===== src/quad_ctrl_pkg.sv =====
package quad_ctrl_pkg;

    //////////////////////////////////////////////////////////////////////
    // Geometry widths and constants
    //////////////////////////////////////////////////////////////////////

    // Row, column and count fields
    localparam int DIM_W = 10;

    // Pixel-sequence BRAM address width
    localparam int PIX_ADDR_W = 12;

    typedef logic [DIM_W-1:0] dim_t;

    // 3x3 window needs three rows in the buffer before the first run
    localparam dim_t PRIME_ROWS = dim_t'(3);

    //////////////////////////////////////////////////////////////////////
    // Job configuration
    //////////////////////////////////////////////////////////////////////

    // Sampled at job accept, stable for the whole job
    typedef struct packed {
        dim_t num_input_rows;   // num_output_rows + 2 for a 3x3 window
        dim_t num_output_rows;
        dim_t row_words;        // Prefetch-buffer words per input row
        dim_t seq_len;          // Pixel-sequence reads per output row
    } layer_cfg_t;

    //////////////////////////////////////////////////////////////////////
    // Fetch handshake
    //////////////////////////////////////////////////////////////////////

    // Controller side
    typedef struct packed {
        logic request;
        logic in_progress;
    } fetch_req_t;

    // Fetch engine side
    typedef struct packed {
        logic ack;
        logic complete;
    } fetch_rsp_t;

    // Pixel-sequence BRAM read port
    typedef struct packed {
        logic                  rden;
        logic [PIX_ADDR_W-1:0] addr;
    } pix_seq_rd_t;

    // Job FSM states
    typedef enum logic [2:0] {
        ST_IDLE          = 3'd0,
        ST_PRIME         = 3'd1,
        ST_RUN           = 3'd2,
        ST_FETCH         = 3'd3,
        ST_WAIT_FLUSH    = 3'd4,
        ST_SEND_COMPLETE = 3'd5
    } ctrl_state_e;

endpackage


===== src/quad_job_ctrl.sv =====
`timescale 1ns/1ps

module quad_job_ctrl (
    input  logic                       clk,
    input  logic                       rst,
    input  logic                       job_start,
    input  quad_ctrl_pkg::layer_cfg_t  cfg,
    output logic                       job_accept,
    output logic                       fetch_go,
    input  logic                       fetch_done,
    output logic                       run_go,
    input  logic                       row_drained,
    input  logic                       pipeline_flushed,
    output logic                       job_complete,
    input  logic                       job_complete_ack,
    output logic [1:0]                 gray_code,
    output quad_ctrl_pkg::ctrl_state_e state
);
    import quad_ctrl_pkg::*;

    // Latched job geometry
    layer_cfg_t cfg_q;

    // Input rows fetched so far in this job
    dim_t in_rows;

    // Output rows drained so far in this job
    dim_t out_rows;

    // Binary bank count, shown as gray code
    logic [1:0] bank_cnt;

    logic last_out_row;

    //////////////////////////////////////////////////////////////////////
    // Row bookkeeping
    //////////////////////////////////////////////////////////////////////

    // Sequence 00, 01, 11, 10 from a plain 2-bit count
    assign gray_code = {bank_cnt[1], bank_cnt[1] ^ bank_cnt[0]};

    // Row now running is the last output row
    assign last_out_row = (out_rows == cfg_q.num_output_rows - dim_t'(1));

    // Geometry capture on accept
    always_ff @(posedge clk) begin
        if (state == ST_IDLE && job_start) begin
            cfg_q <= cfg;
        end
    end

    //////////////////////////////////////////////////////////////////////
    // Job FSM
    //////////////////////////////////////////////////////////////////////

    always_ff @(posedge clk) begin
        if (rst) begin
            state        <= ST_IDLE;
            job_accept   <= 1'b0;
            fetch_go     <= 1'b0;
            run_go       <= 1'b0;
            job_complete <= 1'b0;
            in_rows      <= '0;
            out_rows     <= '0;
            bank_cnt     <= 2'b00;
        end else begin
            // Single-cycle strobes
            job_accept <= 1'b0;
            fetch_go   <= 1'b0;
            run_go     <= 1'b0;

            case (state)
                ST_IDLE: begin
                    if (job_start) begin
                        job_accept <= 1'b1;
                        fetch_go   <= 1'b1;
                        in_rows    <= '0;
                        out_rows   <= '0;
                        bank_cnt   <= 2'b00;
                        state      <= ST_PRIME;
                    end
                end

                // Fill the buffer with the first window rows
                ST_PRIME: begin
                    if (fetch_done) begin
                        in_rows <= in_rows + dim_t'(1);
                        if (in_rows == PRIME_ROWS - dim_t'(1)) begin
                            run_go <= 1'b1;
                            state  <= ST_RUN;
                        end else begin
                            fetch_go <= 1'b1;
                        end
                    end
                end

                // One output row through the CE chain
                ST_RUN: begin
                    if (row_drained) begin
                        out_rows <= out_rows + dim_t'(1);
                        if (last_out_row) begin
                            bank_cnt <= 2'b00;
                            state    <= ST_WAIT_FLUSH;
                        end else begin
                            // Next bank, then the row below
                            bank_cnt <= bank_cnt + 2'b01;
                            fetch_go <= 1'b1;
                            state    <= ST_FETCH;
                        end
                    end
                end

                ST_FETCH: begin
                    if (fetch_done) begin
                        in_rows <= in_rows + dim_t'(1);
                        run_go  <= 1'b1;
                        state   <= ST_RUN;
                    end
                end

                ST_WAIT_FLUSH: begin
                    if (pipeline_flushed) begin
                        job_complete <= 1'b1;
                        state        <= ST_SEND_COMPLETE;
                    end
                end

                // Hold complete until acked
                ST_SEND_COMPLETE: begin
                    if (job_complete_ack) begin
                        job_complete <= 1'b0;
                        state        <= ST_IDLE;
                    end
                end

                default: begin
                    state <= ST_IDLE;
                end
            endcase
        end
    end

endmodule


===== src/quad_row_fetch.sv =====
`timescale 1ns/1ps

module quad_row_fetch (
    input  logic                      clk,
    input  logic                      rst,
    input  logic                      fetch_go,
    input  quad_ctrl_pkg::dim_t       row_words,
    output quad_ctrl_pkg::fetch_req_t fetch_req,
    input  quad_ctrl_pkg::fetch_rsp_t fetch_rsp,
    output logic                      pfb_rden,
    output logic                      fetch_done
);
    import quad_ctrl_pkg::*;

    // Prefetch words still to read
    dim_t word_cnt;

    // Input column of the word being read
    dim_t in_col;

    logic last_word;
    logic fetch_cmpl;

    // Complete only counts while a fetch is in flight
    assign fetch_cmpl = fetch_req.in_progress && fetch_rsp.complete;

    assign pfb_rden  = (word_cnt != '0);
    assign last_word = (in_col == row_words - dim_t'(1));

    //////////////////////////////////////////////////////////////////////
    // Request / ack / complete
    //////////////////////////////////////////////////////////////////////

    always_ff @(posedge clk) begin
        if (rst) begin
            fetch_req <= '0;
        end else begin
            if (fetch_go) begin
                fetch_req.request <= 1'b1;
            end else if (fetch_req.request && fetch_rsp.ack) begin
                // Ack ends the request phase
                fetch_req.request     <= 1'b0;
                fetch_req.in_progress <= 1'b1;
            end else if (fetch_cmpl) begin
                fetch_req.in_progress <= 1'b0;
            end
        end
    end

    //////////////////////////////////////////////////////////////////////
    // Prefetch-buffer read burst
    //////////////////////////////////////////////////////////////////////

    // Loaded on complete, one word per cycle down to zero
    always_ff @(posedge clk) begin
        if (rst) begin
            word_cnt <= '0;
        end else if (fetch_cmpl) begin
            word_cnt <= row_words;
        end else if (pfb_rden) begin
            word_cnt <= word_cnt - dim_t'(1);
        end
    end

    // Column walk, done strobe after the last word
    always_ff @(posedge clk) begin
        if (rst) begin
            in_col     <= '0;
            fetch_done <= 1'b0;
        end else begin
            fetch_done <= 1'b0;
            // Empty row finishes straight away
            if (fetch_cmpl && row_words == '0) begin
                fetch_done <= 1'b1;
            end
            if (pfb_rden) begin
                if (last_word) begin
                    in_col     <= '0;
                    fetch_done <= 1'b1;
                end else begin
                    in_col <= in_col + dim_t'(1);
                end
            end
        end
    end

endmodule


===== src/quad_pix_seq.sv =====
`timescale 1ns/1ps

module quad_pix_seq (
    input  logic                       clk,
    input  logic                       rst,
    input  logic                       run_go,
    input  quad_ctrl_pkg::dim_t        seq_len,
    output quad_ctrl_pkg::pix_seq_rd_t pix_seq
);
    import quad_ctrl_pkg::*;

    // Reads left after the current one
    dim_t rd_left;

    //////////////////////////////////////////////////////////////////////
    // Sequence read generator
    //////////////////////////////////////////////////////////////////////

    always_ff @(posedge clk) begin
        if (rst) begin
            pix_seq <= '0;
            rd_left <= '0;
        end else if (run_go) begin
            // First read in the cycle after the start strobe
            pix_seq.rden <= (seq_len != '0);
            pix_seq.addr <= '0;
            rd_left      <= seq_len - dim_t'(1);
        end else if (pix_seq.rden) begin
            if (rd_left == '0) begin
                // Sequence done, park the address at zero
                pix_seq.rden <= 1'b0;
                pix_seq.addr <= '0;
            end else begin
                rd_left      <= rd_left - dim_t'(1);
                pix_seq.addr <= pix_seq.addr + PIX_ADDR_W'(1);
            end
        end
    end

endmodule


===== src/quad_ce_chain.sv =====
`timescale 1ns/1ps

module quad_ce_chain #(
    parameter int NUM_CE      = 8,
    parameter int SEQ_LATENCY = 3
) (
    input  logic              clk,
    input  logic              rst,
    input  logic              seq_rden,
    output logic [NUM_CE-1:0] ce_execute,
    output logic              row_drained
);

    // BRAM latency stages plus the engine stages
    localparam int CHAIN_LEN = SEQ_LATENCY + NUM_CE - 1;

    // Low taps model the read latency, high taps feed the engines
    logic [CHAIN_LEN-1:0] dly_q;

    // Last engine bit, one cycle old
    logic tail_q;

    //////////////////////////////////////////////////////////////////////
    // Latency delay and execute shift
    //////////////////////////////////////////////////////////////////////

    always_ff @(posedge clk) begin
        if (rst) begin
            dly_q <= '0;
        end else begin
            dly_q[0] <= seq_rden;
            for (int i = 1; i < CHAIN_LEN; i++) begin
                dly_q[i] <= dly_q[i-1];
            end
        end
    end

    // Engine k sees the read enable SEQ_LATENCY + k cycles late
    assign ce_execute = dly_q[CHAIN_LEN-1 -: NUM_CE];

    // Falling edge of the last engine marks the row as drained
    always_ff @(posedge clk) begin
        if (rst) begin
            tail_q <= 1'b0;
        end else begin
            tail_q <= ce_execute[NUM_CE-1];
        end
    end

    assign row_drained = tail_q && !ce_execute[NUM_CE-1];

endmodule


===== src/quad_bram_ctrl.sv =====
`timescale 1ns/1ps

module quad_bram_ctrl #(
    parameter int NUM_CE      = 8,
    parameter int SEQ_LATENCY = 3
) (
    input  logic                       clk,
    input  logic                       rst,
    input  quad_ctrl_pkg::layer_cfg_t  cfg,
    input  logic                       job_start,
    output logic                       job_accept,
    output quad_ctrl_pkg::fetch_req_t  fetch_req,
    input  quad_ctrl_pkg::fetch_rsp_t  fetch_rsp,
    output logic                       pfb_rden,
    output quad_ctrl_pkg::pix_seq_rd_t pix_seq,
    output logic [NUM_CE-1:0]          ce_execute,
    output logic [1:0]                 gray_code,
    input  logic                       pipeline_flushed,
    output logic                       job_complete,
    input  logic                       job_complete_ack,
    output quad_ctrl_pkg::ctrl_state_e state
);

    // Stage strobes
    logic fetch_go;
    logic fetch_done;
    logic run_go;
    logic row_drained;

    //////////////////////////////////////////////////////////////////////
    // Job sequencing
    //////////////////////////////////////////////////////////////////////

    quad_job_ctrl quad_job_ctrl_i (
        .clk              (clk),
        .rst              (rst),
        .job_start        (job_start),
        .cfg              (cfg),
        .job_accept       (job_accept),
        .fetch_go         (fetch_go),
        .fetch_done       (fetch_done),
        .run_go           (run_go),
        .row_drained      (row_drained),
        .pipeline_flushed (pipeline_flushed),
        .job_complete     (job_complete),
        .job_complete_ack (job_complete_ack),
        .gray_code        (gray_code),
        .state            (state)
    );

    // cfg is stable during the job, so the stages read it directly
    quad_row_fetch quad_row_fetch_i (
        .clk        (clk),
        .rst        (rst),
        .fetch_go   (fetch_go),
        .row_words  (cfg.row_words),
        .fetch_req  (fetch_req),
        .fetch_rsp  (fetch_rsp),
        .pfb_rden   (pfb_rden),
        .fetch_done (fetch_done)
    );

    //////////////////////////////////////////////////////////////////////
    // Output row execution
    //////////////////////////////////////////////////////////////////////

    quad_pix_seq quad_pix_seq_i (
        .clk     (clk),
        .rst     (rst),
        .run_go  (run_go),
        .seq_len (cfg.seq_len),
        .pix_seq (pix_seq)
    );

    quad_ce_chain #(
        .NUM_CE      (NUM_CE),
        .SEQ_LATENCY (SEQ_LATENCY)
    ) quad_ce_chain_i (
        .clk         (clk),
        .rst         (rst),
        .seq_rden    (pix_seq.rden),
        .ce_execute  (ce_execute),
        .row_drained (row_drained)
    );

endmodule


===== config.mk =====
export PLATFORM = sky130hd
export DESIGN_NAME = quad_bram_ctrl
export DESIGN_NICKNAME = d
export VERILOG_FILES = /design/src/quad_ctrl_pkg.sv /design/src/quad_job_ctrl.sv /design/src/quad_row_fetch.sv /design/src/quad_pix_seq.sv /design/src/quad_ce_chain.sv /design/src/quad_bram_ctrl.sv
export SDC_FILE = /design/constraint.sdc
export NUM_CORES = 1
export LEC_CHECK = 0
export ABC_AREA = 1
export BUFFER_PORTS_ARGS = -buffer_cell sky130_fd_sc_hd__buf_4
export CAP_MARGIN = 20
export CORE_AREA = 2 2 109 100
export CTS_CLUSTER_SIZE = 25
export DETAILED_ROUTE_END_ITERATION = 10
export DIE_AREA = 0 0 111 102
export GPL_TIMING_DRIVEN = 0
export PLACE_DENSITY = 0.76
export SYNTH_ARGS = -nofsm -noshare
export SYNTH_HDL_FRONTEND = slang
export SYNTH_SLANG_ARGS = --single-unit

===== constraint.sdc =====
create_clock -name clk -period 1.6 [get_ports clk]
set_input_delay 0.4 -clock clk [delete_from_list [all_inputs] [get_ports clk]]
set_output_delay 0.4 -clock clk [all_outputs]
set_load 0.02 [all_outputs]

==> results of run 1 <==
==> cell type report <==
type	count	area share
clock inverter	2	0.00227
inverter	108	0.0604
multi-input combinational	500	0.451
sequential	96	0.287
clock buffer	14	0.0354
tap	129	0.0225
buffer	19	0.0194
timing repair buffer	110	0.123
==> state kept, by name (all words and copies together) (netlist names) <==
register and flops:
quad_ce_chain_i.tail_q 1, quad_row_fetch_i.fetch_req 2, quad_pix_seq_i.pix_seq 13, quad_job_ctrl_i.out_rows 10
quad_job_ctrl_i.fetch_go 1, quad_row_fetch_i.fetch_done 1, quad_job_ctrl_i.job_complete 1, quad_row_fetch_i.in_col 10
quad_job_ctrl_i.bank_cnt 2, quad_job_ctrl_i.run_go 1, quad_job_ctrl_i.in_rows 10, quad_job_ctrl_i.state 3
quad_row_fetch_i.word_cnt 10, quad_pix_seq_i.rd_left 10, quad_job_ctrl_i.cfg_q 10, quad_job_ctrl_i.job_accept 1
quad_ce_chain_i.dly_q 10
==> layer usage <==
metal,track usage,part of all wire,wire length [µm]
met5,0,0,0
met4,0.0865,0.031,458
met3,0.0469,0.048,708
met2,0.431,0.51,7420
met1,0.283,0.41,6070
==> placed cells by master, fill, tap and decap left out, types with 4 or more instances in the layout <==
master | synthesis | final
sky130_fd_sc_hd__buf_4 | 12 | 108
sky130_fd_sc_hd__xnor2_1 | 11 | 10
sky130_fd_sc_hd__nor2_2 | 5 | 19
sky130_fd_sc_hd__nor3_4 | 2 | 7
sky130_fd_sc_hd__dfxtp_4 | 0 | 5
sky130_fd_sc_hd__nand2_2 | 11 | 27
sky130_fd_sc_hd__nor2_4 | 3 | 14
sky130_fd_sc_hd__a21oi_1 | 41 | 33
sky130_fd_sc_hd__clkbuf_16 | 0 | 9
sky130_fd_sc_hd__ha_1 | 10 | 5
sky130_fd_sc_hd__xor2_1 | 31 | 28
sky130_fd_sc_hd__o21ai_0 | 34 | 18
sky130_fd_sc_hd__ha_4 | 0 | 5
sky130_fd_sc_hd__a31oi_1 | 7 | 7
sky130_fd_sc_hd__nor3_1 | 21 | 15
sky130_fd_sc_hd__o21ai_1 | 4 | 11
sky130_fd_sc_hd__dfxtp_2 | 0 | 11
sky130_fd_sc_hd__clkbuf_1 | 4 | 8
sky130_fd_sc_hd__a211oi_1 | 4 | 4
sky130_fd_sc_hd__a21oi_2 | 1 | 8
sky130_fd_sc_hd__o21ai_4 | 1 | 4
sky130_fd_sc_hd__o21ai_2 | 0 | 6
sky130_fd_sc_hd__nor2_1 | 96 | 71
sky130_fd_sc_hd__nand3_1 | 32 | 28
sky130_fd_sc_hd__nand2_4 | 4 | 10
sky130_fd_sc_hd__buf_6 | 1 | 14
sky130_fd_sc_hd__inv_2 | 7 | 17
sky130_fd_sc_hd__nor3_2 | 4 | 5
sky130_fd_sc_hd__edfxtp_1 | 10 | 10
sky130_fd_sc_hd__dfxtp_1 | 86 | 70
sky130_fd_sc_hd__inv_1 | 100 | 85
sky130_fd_sc_hd__nand2_1 | 141 | 119
sky130_fd_sc_hd__nand4_1 | 10 | 10
==> metrics by stage <==
stage               hold WS (ns)  utilization
finish                     0.231        0.708
global route               0.220        0.708
CTS                        0.228        0.661
detailed placement         0.400        0.589
global placement           0.394        0.589
floorplan                  0.388            -
==> cells by family after synthesis <==
logic type / count (synthesis) / share of synthesized area
XOR/XNOR: 42 / 0.0706
flip-flops: 96 / 0.388
multiplexers: 3 / 0.00577
buffers and inverters: 127 / 0.102
adder cells (fa/ha/maj): 10 / 0.0240
AND/OR/NAND/NOR: 344 / 0.303
AO/OA/AOI/OAI: 100 / 0.107
==> timing repair <==
action                                  in CTS  in global routing
endpoints found under the setup margin      45                 57
buffers inserted                            93                 22
pin swaps                                   37                 51
hold buffers                                 0                  0
gates resized for setup                     76                112
cloned                                       1                  0
==> critical path: stages (launching register included) <==
cell and delay, ns:
sky130_fd_sc_hd__edfxtp_1 0.42, sky130_fd_sc_hd__nor2_2 0.19, sky130_fd_sc_hd__nand2_2 0.11, sky130_fd_sc_hd__o21ai_0 0.28
sky130_fd_sc_hd__nand2_1 0.10, sky130_fd_sc_hd__nor2_1 0.12, sky130_fd_sc_hd__nand2_1 0.11, sky130_fd_sc_hd__nor2_2 0.16
sky130_fd_sc_hd__nor2_2 0.08, sky130_fd_sc_hd__nand2_2 0.09, sky130_fd_sc_hd__a21oi_2 0.06
==> worst max path at each step <==
stage	end	slack, ns	depth (start not counted)
5_1_grt	pfb_rden	-0.34	8
2_1_floorplan	quad_row_fetch_i.in_col[8]$_SDFFE_PP0P_	-0.04	13
3_5_place_dp	quad_row_fetch_i.in_col[1]$_SDFFE_PP0P_	-0.40	12
6_report	quad_job_ctrl_i.fetch_go$_SDFF_PP0_	-0.27	10
3_3_place_gp	quad_row_fetch_i.in_col[3]$_SDFFE_PP0P_	-0.37	12
4_1_cts	pfb_rden	-0.26	8
==> power breakdown <==
group / switching (W) / total, W / internal, W
logic: 0.00206 / 0.00365 / 0.00158
clock network: 0.000907 / 0.00201 / 0.00110
registers: 0.000299 / 0.00305 / 0.00275
total: 0.00327 / 0.00871 / 0.00543
==> run summary, run 1 <==
cell accounting for the most synthesized area: sky130_fd_sc_hd__dfxtp_1
worst setup path startpoint: quad_job_ctrl_i.cfg_q[21]$_DFFE_PP_
largest net degree at the start of global routing: 16
area taken by flip-flops and latches: 2050 µm²
DR pass1 iterations: 5
proportion of netlist area held by the largest area contributor: 0.331
Placed Instances: 918
count of antenna diodes in the layout: 0
post-synth cell types: 46
violations in the final reports: setup timing
largest cells by area after synthesis: sky130_fd_sc_hd__dfxtp_1, sky130_fd_sc_hd__nand2_1, sky130_fd_sc_hd__inv_1, sky130_fd_sc_hd__nor2_1, sky130_fd_sc_hd__edfxtp_1
worst hold path depth: 1
library cell with the highest instance count after synthesis: sky130_fd_sc_hd__nand2_1
maximum frequency from static timing analysis: 0.534 GHz
Synthesized Nets: 779
most numerous cell types in the synthesized netlist: sky130_fd_sc_hd__nand2_1, sky130_fd_sc_hd__inv_1, sky130_fd_sc_hd__nor2_1
skew final: 0.00576 ns
number of top-level design ports: 78
Slew @ Worst Pin: 0.664 ns
via/cell ratio: 5.31
Post-synth top flop: sky130_fd_sc_hd__dfxtp_1
ANT nets after route: 0
number of enable flip-flop cells after synthesis: 10
tightest slew margin relative to the limit: 0.558
H-tree depth: 3
Post-Route Setup TNS: -3.78 ns
vias in the first global route: 4898
number of buffers inserted by port buffering: 67
Post-Place Cell Area: 5960 µm²
layout cells sized above 1: 0.353
number of sinks driven by the clock tree: 96
via count: 5198
Crit path arrival time: 2.07 ns
synthesized area: 5210 µm²
startpoint kind of the worst setup timing path: flop
worst min-delay path endpoint: quad_job_ctrl_i.cfg_q[21]$_DFFE_PP_
share of flip-flops with an asynchronous set or reset: 0
# nets final: 901
full die area: 11300 µm²
sequential share of the synthesized area: 0.388
kind of end point of the critical path: flop
HPWL Detailed: 9240 µm
number of antenna violations at the first check in global routing: 0
final count of negative-setup-slack endpoints: 31
synthesized flop and latch total: 96
total DRC errors in the routed layout: 0
Crit path required time: 1.80 ns
clk slew on worst S/H paths: 0.07 ns
std cell rows: 35
largest fanout on the critical path: 3
RR Endpoint: quad_job_ctrl_i.fetch_go$_SDFF_PP0_
number of warnings issued by yosys: 0
total congestion overflow: 0
Num CTS Buffers: 9
post-route design area: 7170 µm²
minimum period implied by the final worst setup slack: 1.87 ns
Die Span X: 111 µm
Pwr Total: 0.00871 W
initial drt markers: 290
setup slack, reg-to-reg: -0.27 ns
portion of the clock cycle consumed by the worst path in the final layout: 1.17
area of the placeable core: 10100 µm²
max-cap violation count: 0
gate count of the mapped netlist: 722
post-detailed-route wirelength per cell: 15.0 µm
worst setup margin: -0.273 ns
startpoint of the lowest-slack register-to-register path: quad_job_ctrl_i.cfg_q[21]$_DFFE_PP_
unrepaired setup endpoints after global routing: yes
clock root buffer master: sky130_fd_sc_hd__clkbuf_16
CTS tree: done
Critical Setup Path Class: flop to flop
Clock Latency Late Sink: 0.34 ns
run status: finished, violations left
Longest Clk Path Bufs: 2
Multi-input gate area: 3230 µm²
Worst R2R Path Depth: 10
per-instance average area after synthesis: 7.21 µm²
hold path start: cfg[21]
post-layout instance count excluding filler cells: 978
power density relative to cell area: 1210 nW/µm²
Vert. Die Dim: 102 µm
routability congestion estimate from global placement: 0.926
number of hold violations in the final report: 0
max-slew violations: 0
effective utilization at floorplan: 0.515
worst min-delay path category: primary input to flop
Global Route Usage Sum: 0.237
aggregate routed wire length: 14700 µm
Layout area overhead: 37.6%
Max rail drop VDD: 1.06 mV
global-route wire length before repair: 21900 µm
minimum setup slack after placement: -0.401 ns
total of fill cells in the finished design: 746
leakage power summed over all cells: 3.10 nW
Note: power is estimated with default switching activity, not from simulation.
==> run 2: changes to the inputs <==
--- a/config.mk
+++ b/config.mk
@@ -8,12 +8,14 @@
 export ABC_AREA = 1
 export BUFFER_PORTS_ARGS = -buffer_cell sky130_fd_sc_hd__buf_4
 export CAP_MARGIN = 20
-export CORE_AREA = 2 2 109 100
+export CELL_PAD_IN_SITES_DETAIL_PLACEMENT = 0
+export CELL_PAD_IN_SITES_GLOBAL_PLACEMENT = 1
+export CORE_AREA = 2 2 129 118
 export CTS_CLUSTER_SIZE = 25
 export DETAILED_ROUTE_END_ITERATION = 10
-export DIE_AREA = 0 0 111 102
+export DIE_AREA = 0 0 131 120
 export GPL_TIMING_DRIVEN = 0
-export PLACE_DENSITY = 0.76
+export PLACE_DENSITY_LB_ADDON = 0.1
 export SYNTH_ARGS = -nofsm -noshare
 export SYNTH_HDL_FRONTEND = slang
 export SYNTH_SLANG_ARGS = --single-unit
==> run 2 against run 1 <==
The flow still finishes with violations (setup timing). Count of clock-buffer cells in the layout down 5. Flip-flop and latch count unchanged. Via count decreased by 5.9%. Clock power increased by 8%. Clock skew rose by 0.00095 ns. Highest routed layer unchanged. Routed wire length fell by 5.7%. Fmax decreased by 3.0%. Critical path depth decreased by 2. Register-to-register slack better by 0.07 ns. Non-clock buffer count unchanged. Critical path type is now flop to primary output.
==> run summary, run 2 (synthesized netlist as in run 1, its figures left out) <==
leakage power summed over all cells: 3.10 nW
run status: finished, violations left
end point of the critical path: pfb_rden
vias in the first global route: 4663
# nets final: 901
Vert. Die Dim: 120 µm
maximum frequency from static timing analysis: 0.518 GHz
Slew @ Worst Pin: 0.755 ns
Longest Clk Path Bufs: 2
clk slew on worst S/H paths: 0.07 ns
clock root buffer master: sky130_fd_sc_hd__clkbuf_16
most common cell after layout, fill and taps aside: sky130_fd_sc_hd__nand2_1
kind of end point of the critical path: primary output
routability congestion estimate from global placement: 0.797
std cell rows: 42
portion of the clock cycle consumed by the worst path in the final layout: 1.21
area taken by flip-flops and latches: 2050 µm²
ANT nets after route: 0
worst min-delay path category: primary input to flop
kind of cell with the highest combined delay on the critical path: simple AND/OR/NAND/NOR gates
cell with the largest stage delay on the worst path: sky130_fd_sc_hd__dfxtp_2
Multi-input gate area: 3100 µm²
number of top-level design ports: 78
maximum cell stage delay along the critical path: 0.34 ns
number of sinks driven by the clock tree: 96
unrepaired setup endpoints after global routing: yes
Num CTS Buffers: 9
number of cells on the critical path: 8
layout cells sized above 1: 0.325
Max rail drop VDD: 0.719 mV
Critical Setup Path Class: flop to primary output
Crit path arrival time: 1.53 ns
largest fanout on the critical path: 4
post-route design area: 7170 µm²
Post-Place Cell Area: 6050 µm²
area of the placeable core: 14500 µm²
aggregate routed wire length: 13800 µm
cells traversed along the worst timing path: inv_4, ha_4, inv_2, nor3_4, nand2_1, nor2_2, nand2_4, buf_6
total of fill cells in the finished design: 1424
violations in the final reports: setup timing
Largest register FFs: 13
total DRC errors in the routed layout: 0
Global Route Usage Sum: 0.178
Placed Instances: 987
global-route wire length before repair: 22000 µm
via/cell ratio: 4.67
total congestion overflow: 0
Clock Latency Late Sink: 0.36 ns
setup slack, reg-to-reg: -0.20 ns
number of hold violations in the final report: 0
post-layout instance count excluding filler cells: 1047
minimum period implied by the final worst setup slack: 1.93 ns
worst setup path startpoint: quad_row_fetch_i.word_cnt[0]$_SDFFE_PP0P_
worst setup margin: -0.331 ns
count of antenna diodes in the layout: 0
full die area: 15700 µm²
post-detailed-route wirelength per cell: 13.2 µm
startpoint kind of the worst setup timing path: flop
skew final: 0.00671 ns
max-cap violation count: 0
final count of negative-setup-slack endpoints: 33
RR Endpoint: quad_row_fetch_i.in_col[8]$_SDFFE_PP0P_
Layout area overhead: 37.7%
power density relative to cell area: 1160 nW/µm²
CTS tree: done
H-tree depth: 3
number of antenna violations at the first check in global routing: 0
hold path start: cfg[27]
Die Span X: 131 µm
Crit path required time: 1.20 ns
Worst R2R Path Depth: 14
CTS hold repair buffers: 0
number of buffer and inverter instances along the worst setup path: 3
HPWL Detailed: 9940 µm
number of buffers inserted by port buffering: 67
effective utilization at floorplan: 0.360
initial drt markers: 162
startpoint of the lowest-slack register-to-register path: quad_row_fetch_i.word_cnt[0]$_SDFFE_PP0P_
worst hold path depth: 1
max-slew violations: 0
via count: 4890
DR pass1 iterations: 4
largest reg by FF count: quad_pix_seq_i.pix_seq
final standard cell utilization of the core: 0.496
largest net degree at the start of global routing: 20
tightest slew margin relative to the limit: 0.497
most frequent cells in the layout: sky130_fd_sc_hd__nand2_1, sky130_fd_sc_hd__buf_4, sky130_fd_sc_hd__inv_1
worst hold slack across all endpoints: 0.215 ns
-- run 2: cell count changes in the layout (fill, tap and decap cells not counted), moves of 3 or more --
cell / before / now
sky130_fd_sc_hd__nand2_1: 119 / 131
sky130_fd_sc_hd__nand2_2: 27 / 17
sky130_fd_sc_hd__buf_6: 14 / 9
sky130_fd_sc_hd__nor2_1: 71 / 76
sky130_fd_sc_hd__nor2_2: 19 / 14
sky130_fd_sc_hd__a21oi_1: 33 / 37
sky130_fd_sc_hd__a21oi_2: 8 / 4
sky130_fd_sc_hd__clkbuf_1: 8 / 4
sky130_fd_sc_hd__inv_2: 17 / 13
sky130_fd_sc_hd__buf_12: 0 / 3
sky130_fd_sc_hd__buf_4: 108 / 111
sky130_fd_sc_hd__dfxtp_2: 11 / 8
sky130_fd_sc_hd__inv_6: 2 / 5
-- run 2: power breakdown --
group	switching [W]	internal, W
clock	0.00107	0.00110
sequential	0.000297	0.00275
combinational	0.00175	0.00134
-- run 2: per-layer routing --
layer	vias to the layer above	GRT usage	routed length, µm
met5	-	0	0
li1	2554	-	-
met1	2259	0.225	6310
met3	14	0.0392	542
met4	0	0.0519	146
met2	63	0.303	6830
-- run 2: how the worst min path moves through the flow --
stage,to
2_1_floorplan,quad_ce_chain_i.dly_q[1]$_SDFF_PP0_
5_1_grt,quad_job_ctrl_i.cfg_q[21]$_DFFE_PP_
3_5_place_dp,quad_ce_chain_i.dly_q[2]$_SDFF_PP0_
3_3_place_gp,quad_ce_chain_i.dly_q[1]$_SDFF_PP0_
6_report,quad_job_ctrl_i.cfg_q[27]$_DFFE_PP_
4_1_cts,quad_job_ctrl_i.cfg_q[26]$_DFFE_PP_
-- run 2: metrics by stage --
| step | setup TNS [ns] | total power [W] | setup slack [ns] |
|---|---|---|---|
| floorplan | -0.176 | 0.00479 | -0.0442 |
| global placement | -14.34 | 0.00542 | -0.422 |
| detailed placement | -15.24 | 0.00546 | -0.436 |
| CTS | -6.23 | 0.00824 | -0.355 |
| global route | -9.80 | 0.00891 | -0.465 |
| finish | -4.88 | 0.00831 | -0.331 |
-- run 2: final cells by class --
| class | instances | area share |
|---|---|---|
| multi-input cells | 500 | 0.433 |
| flip-flops and latches | 96 | 0.287 |
| repair buffers | 110 | 0.122 |
| inverters | 108 | 0.0623 |
| well taps | 198 | 0.0345 |
| clock buffers | 9 | 0.0314 |
| plain buffers | 19 | 0.0202 |
| clock inverters | 7 | 0.0101 |
-- run 2: what timing repair did --
action                     CTS  global route
setup buffers               23            22
gates cloned                 1             0
setup endpoints to repair   59            58
pin swaps                   31            32
resized for setup           60            85
==> run 3: changes to the inputs <==
--- a/config.mk
+++ b/config.mk
@@ -8,14 +8,12 @@
 export ABC_AREA = 1
 export BUFFER_PORTS_ARGS = -buffer_cell sky130_fd_sc_hd__buf_4
 export CAP_MARGIN = 20
-export CELL_PAD_IN_SITES_DETAIL_PLACEMENT = 0
-export CELL_PAD_IN_SITES_GLOBAL_PLACEMENT = 1
-export CORE_AREA = 2 2 129 118
+export CORE_AREA = 2 2 111 102
 export CTS_CLUSTER_SIZE = 25
 export DETAILED_ROUTE_END_ITERATION = 10
-export DIE_AREA = 0 0 131 120
+export DIE_AREA = 0 0 113 104
 export GPL_TIMING_DRIVEN = 0
-export PLACE_DENSITY_LB_ADDON = 0.1
+export PLACE_DENSITY = 0.73
 export SYNTH_ARGS = -nofsm -noshare
 export SYNTH_HDL_FRONTEND = slang
 export SYNTH_SLANG_ARGS = --single-unit
==> run 3 against run 2 <==
The flow finishes with violations (DRC, setup timing). Count of clock-buffer cells in the layout is the same. Flip-flop and latch count is the same. Routed wire length is 6.5% higher. Critical endpoint unchanged. Largest power group unchanged. Highest routed layer unchanged.
==> run summary, run 3 (synthesized netlist as in run 1, its figures left out) <==
run status: finished, violations left
violations in the final reports: DRC, setup timing
clock root buffer master: sky130_fd_sc_hd__clkbuf_16
Global Route Usage Sum: 0.228
unrepaired setup endpoints after global routing: yes
Max rail drop VDD: 1.10 mV
number of top-level design ports: 78
Clock Latency Late Sink: 0.35 ns
most common cell after layout, fill and taps aside: sky130_fd_sc_hd__nand2_1
total DRC errors in the routed layout: 5
worst setup path startpoint: quad_row_fetch_i.word_cnt[0]$_SDFFE_PP0P_
Largest register FFs: 13
effective utilization at floorplan: 0.490
max-cap violation count: 0
clk slew on worst S/H paths: 0.07 ns
number of sinks driven by the clock tree: 96
initial drt markers: 321
setup slack, reg-to-reg: -0.33 ns
full die area: 11800 µm²
via count: 5190
H-tree depth: 3
Metal-1 WL: 6160 µm
Critical Setup Path Class: flop to primary output
count of antenna diodes in the layout: 0
ANT nets after route: 0
portion of the clock cycle consumed by the worst path in the final layout: 1.21
area of the placeable core: 10600 µm²
post-route design area: 7190 µm²
power density relative to cell area: 1180 nW/µm²
HPWL Detailed: 9200 µm
CTS tree: done
worst setup margin: -0.342 ns
Post-Place Cell Area: 5970 µm²
post-detailed-route wirelength per cell: 14.9 µm
Crit path arrival time: 1.54 ns
CTS hold repair buffers: 0
startpoint of the lowest-slack register-to-register path: quad_row_fetch_i.word_cnt[0]$_SDFFE_PP0P_
largest reg by FF count: quad_pix_seq_i.pix_seq
routability congestion estimate from global placement: 0.896
DR pass1 iterations: 8
final count of negative-setup-slack endpoints: 35
Layout area overhead: 38.0%
vias in the first global route: 4929
final standard cell utilization of the core: 0.676
max-slew violations: 0
leakage power summed over all cells: 3.15 nW
Crit path required time: 1.20 ns
maximum frequency from static timing analysis: 0.515 GHz
number of antenna violations at the first check in global routing: 0
# nets final: 906
metal3 WL: 738 µm
Pwr Total: 0.00851 W
Die Span X: 113 µm
Longest Clk Path Bufs: 2
std cell rows: 36
met2 routed WL: 7570 µm
skew final: 0.00736 ns
startpoint kind of the worst setup timing path: flop
minimum period implied by the final worst setup slack: 1.94 ns
tightest slew margin relative to the limit: 0.508
via/cell ratio: 5.26
total congestion overflow: 0
layout cells sized above 1: 0.351
kind of end point of the critical path: primary output
number of buffers inserted by port buffering: 67
global-route wire length before repair: 22300 µm
hold path start: cfg[27]
Vert. Die Dim: 104 µm
aggregate routed wire length: 14700 µm
worst min-delay path category: primary input to flop
largest net degree at the start of global routing: 19
Num CTS Buffers: 9
most frequent cells in the layout: sky130_fd_sc_hd__nand2_1, sky130_fd_sc_hd__buf_4, sky130_fd_sc_hd__inv_1
number of hold violations in the final report: 0
topmost layer with routed signal wires: met4
largest fanout on the critical path: 2
Slew @ Worst Pin: 0.738 ns
-- run 3: cell types whose count changed in the layout (fill, tap and decap cells not counted), sizes merged --
| cell | change |
|---|---|
| clkbuf | -2 |
| buf | +7 |
| inv | +1 |
| clkinvlp | -1 |
-- run 3: worst max-delay path, cell delays in order (launching register included) --
cell                      delay, ns
sky130_fd_sc_hd__dfxtp_2       0.34
sky130_fd_sc_hd__inv_4         0.06
sky130_fd_sc_hd__ha_4          0.13
sky130_fd_sc_hd__inv_2         0.04
sky130_fd_sc_hd__nor3_4        0.13
sky130_fd_sc_hd__nand2_1       0.10
sky130_fd_sc_hd__nor2_2        0.17
sky130_fd_sc_hd__nand2_4       0.09
sky130_fd_sc_hd__buf_6         0.14
-- run 3: worst paths after layout --
kind                                                     to  depth (start not counted)
hold / removal          quad_job_ctrl_i.cfg_q[27]$_DFFE_PP_                          1
setup reg to reg  quad_row_fetch_i.word_cnt[9]$_SDFFE_PP0P_                         14
setup / recovery                                   pfb_rden                          8
hold reg to reg         quad_ce_chain_i.dly_q[1]$_SDFF_PP0_                          2
-- run 3: stage by stage --
step,hold slack (ns),worst slack [ns],setup TNS (ns),instances
2_1_floorplan,0.388,-0.0442,-0.176,722
3_3_place_gp,0.395,-0.375,-8.21,922
3_5_place_dp,0.397,-0.382,-9.90,922
4_1_cts,0.218,-0.294,-2.86,967
5_1_grt,0.215,-0.436,-11.12,987
6_report,0.226,-0.342,-7.60,987
-- run 3: layout make-up --
class	count	area (µm²)
Buffer	19	135
Clock buffer	9	225
Clock inverter	7	62.6
Fill cell	809	3440
Inverter	108	433
Multi-Input combinational cell	500	3180
Sequential cell	96	2060
Tap cell	133	166
Timing Repair Buffer	115	921
-- run 3: repair_timing --
item,CTS,global route
buffers inserted,30,20
resized for setup,59,110
setup endpoints to repair,46,59
gates cloned,0,1
pin swaps,29,44
-- run 3: power breakdown --
part	leakage [nW]	total [W]	internal (W)	switching, W
logic	2.21	0.00339	0.00148	0.00191
clock network	0.139	0.00211	0.00109	0.00102
registers	0.801	0.00302	0.00274	0.000279
-- run 3: metal layers --
layer  global-route usage  vias to the layer above
met2                0.392                      165
met1                0.286                     2434
met4               0.0679                        0
li1                     -                     2561
met5                    0                        -
met3               0.0478                       30
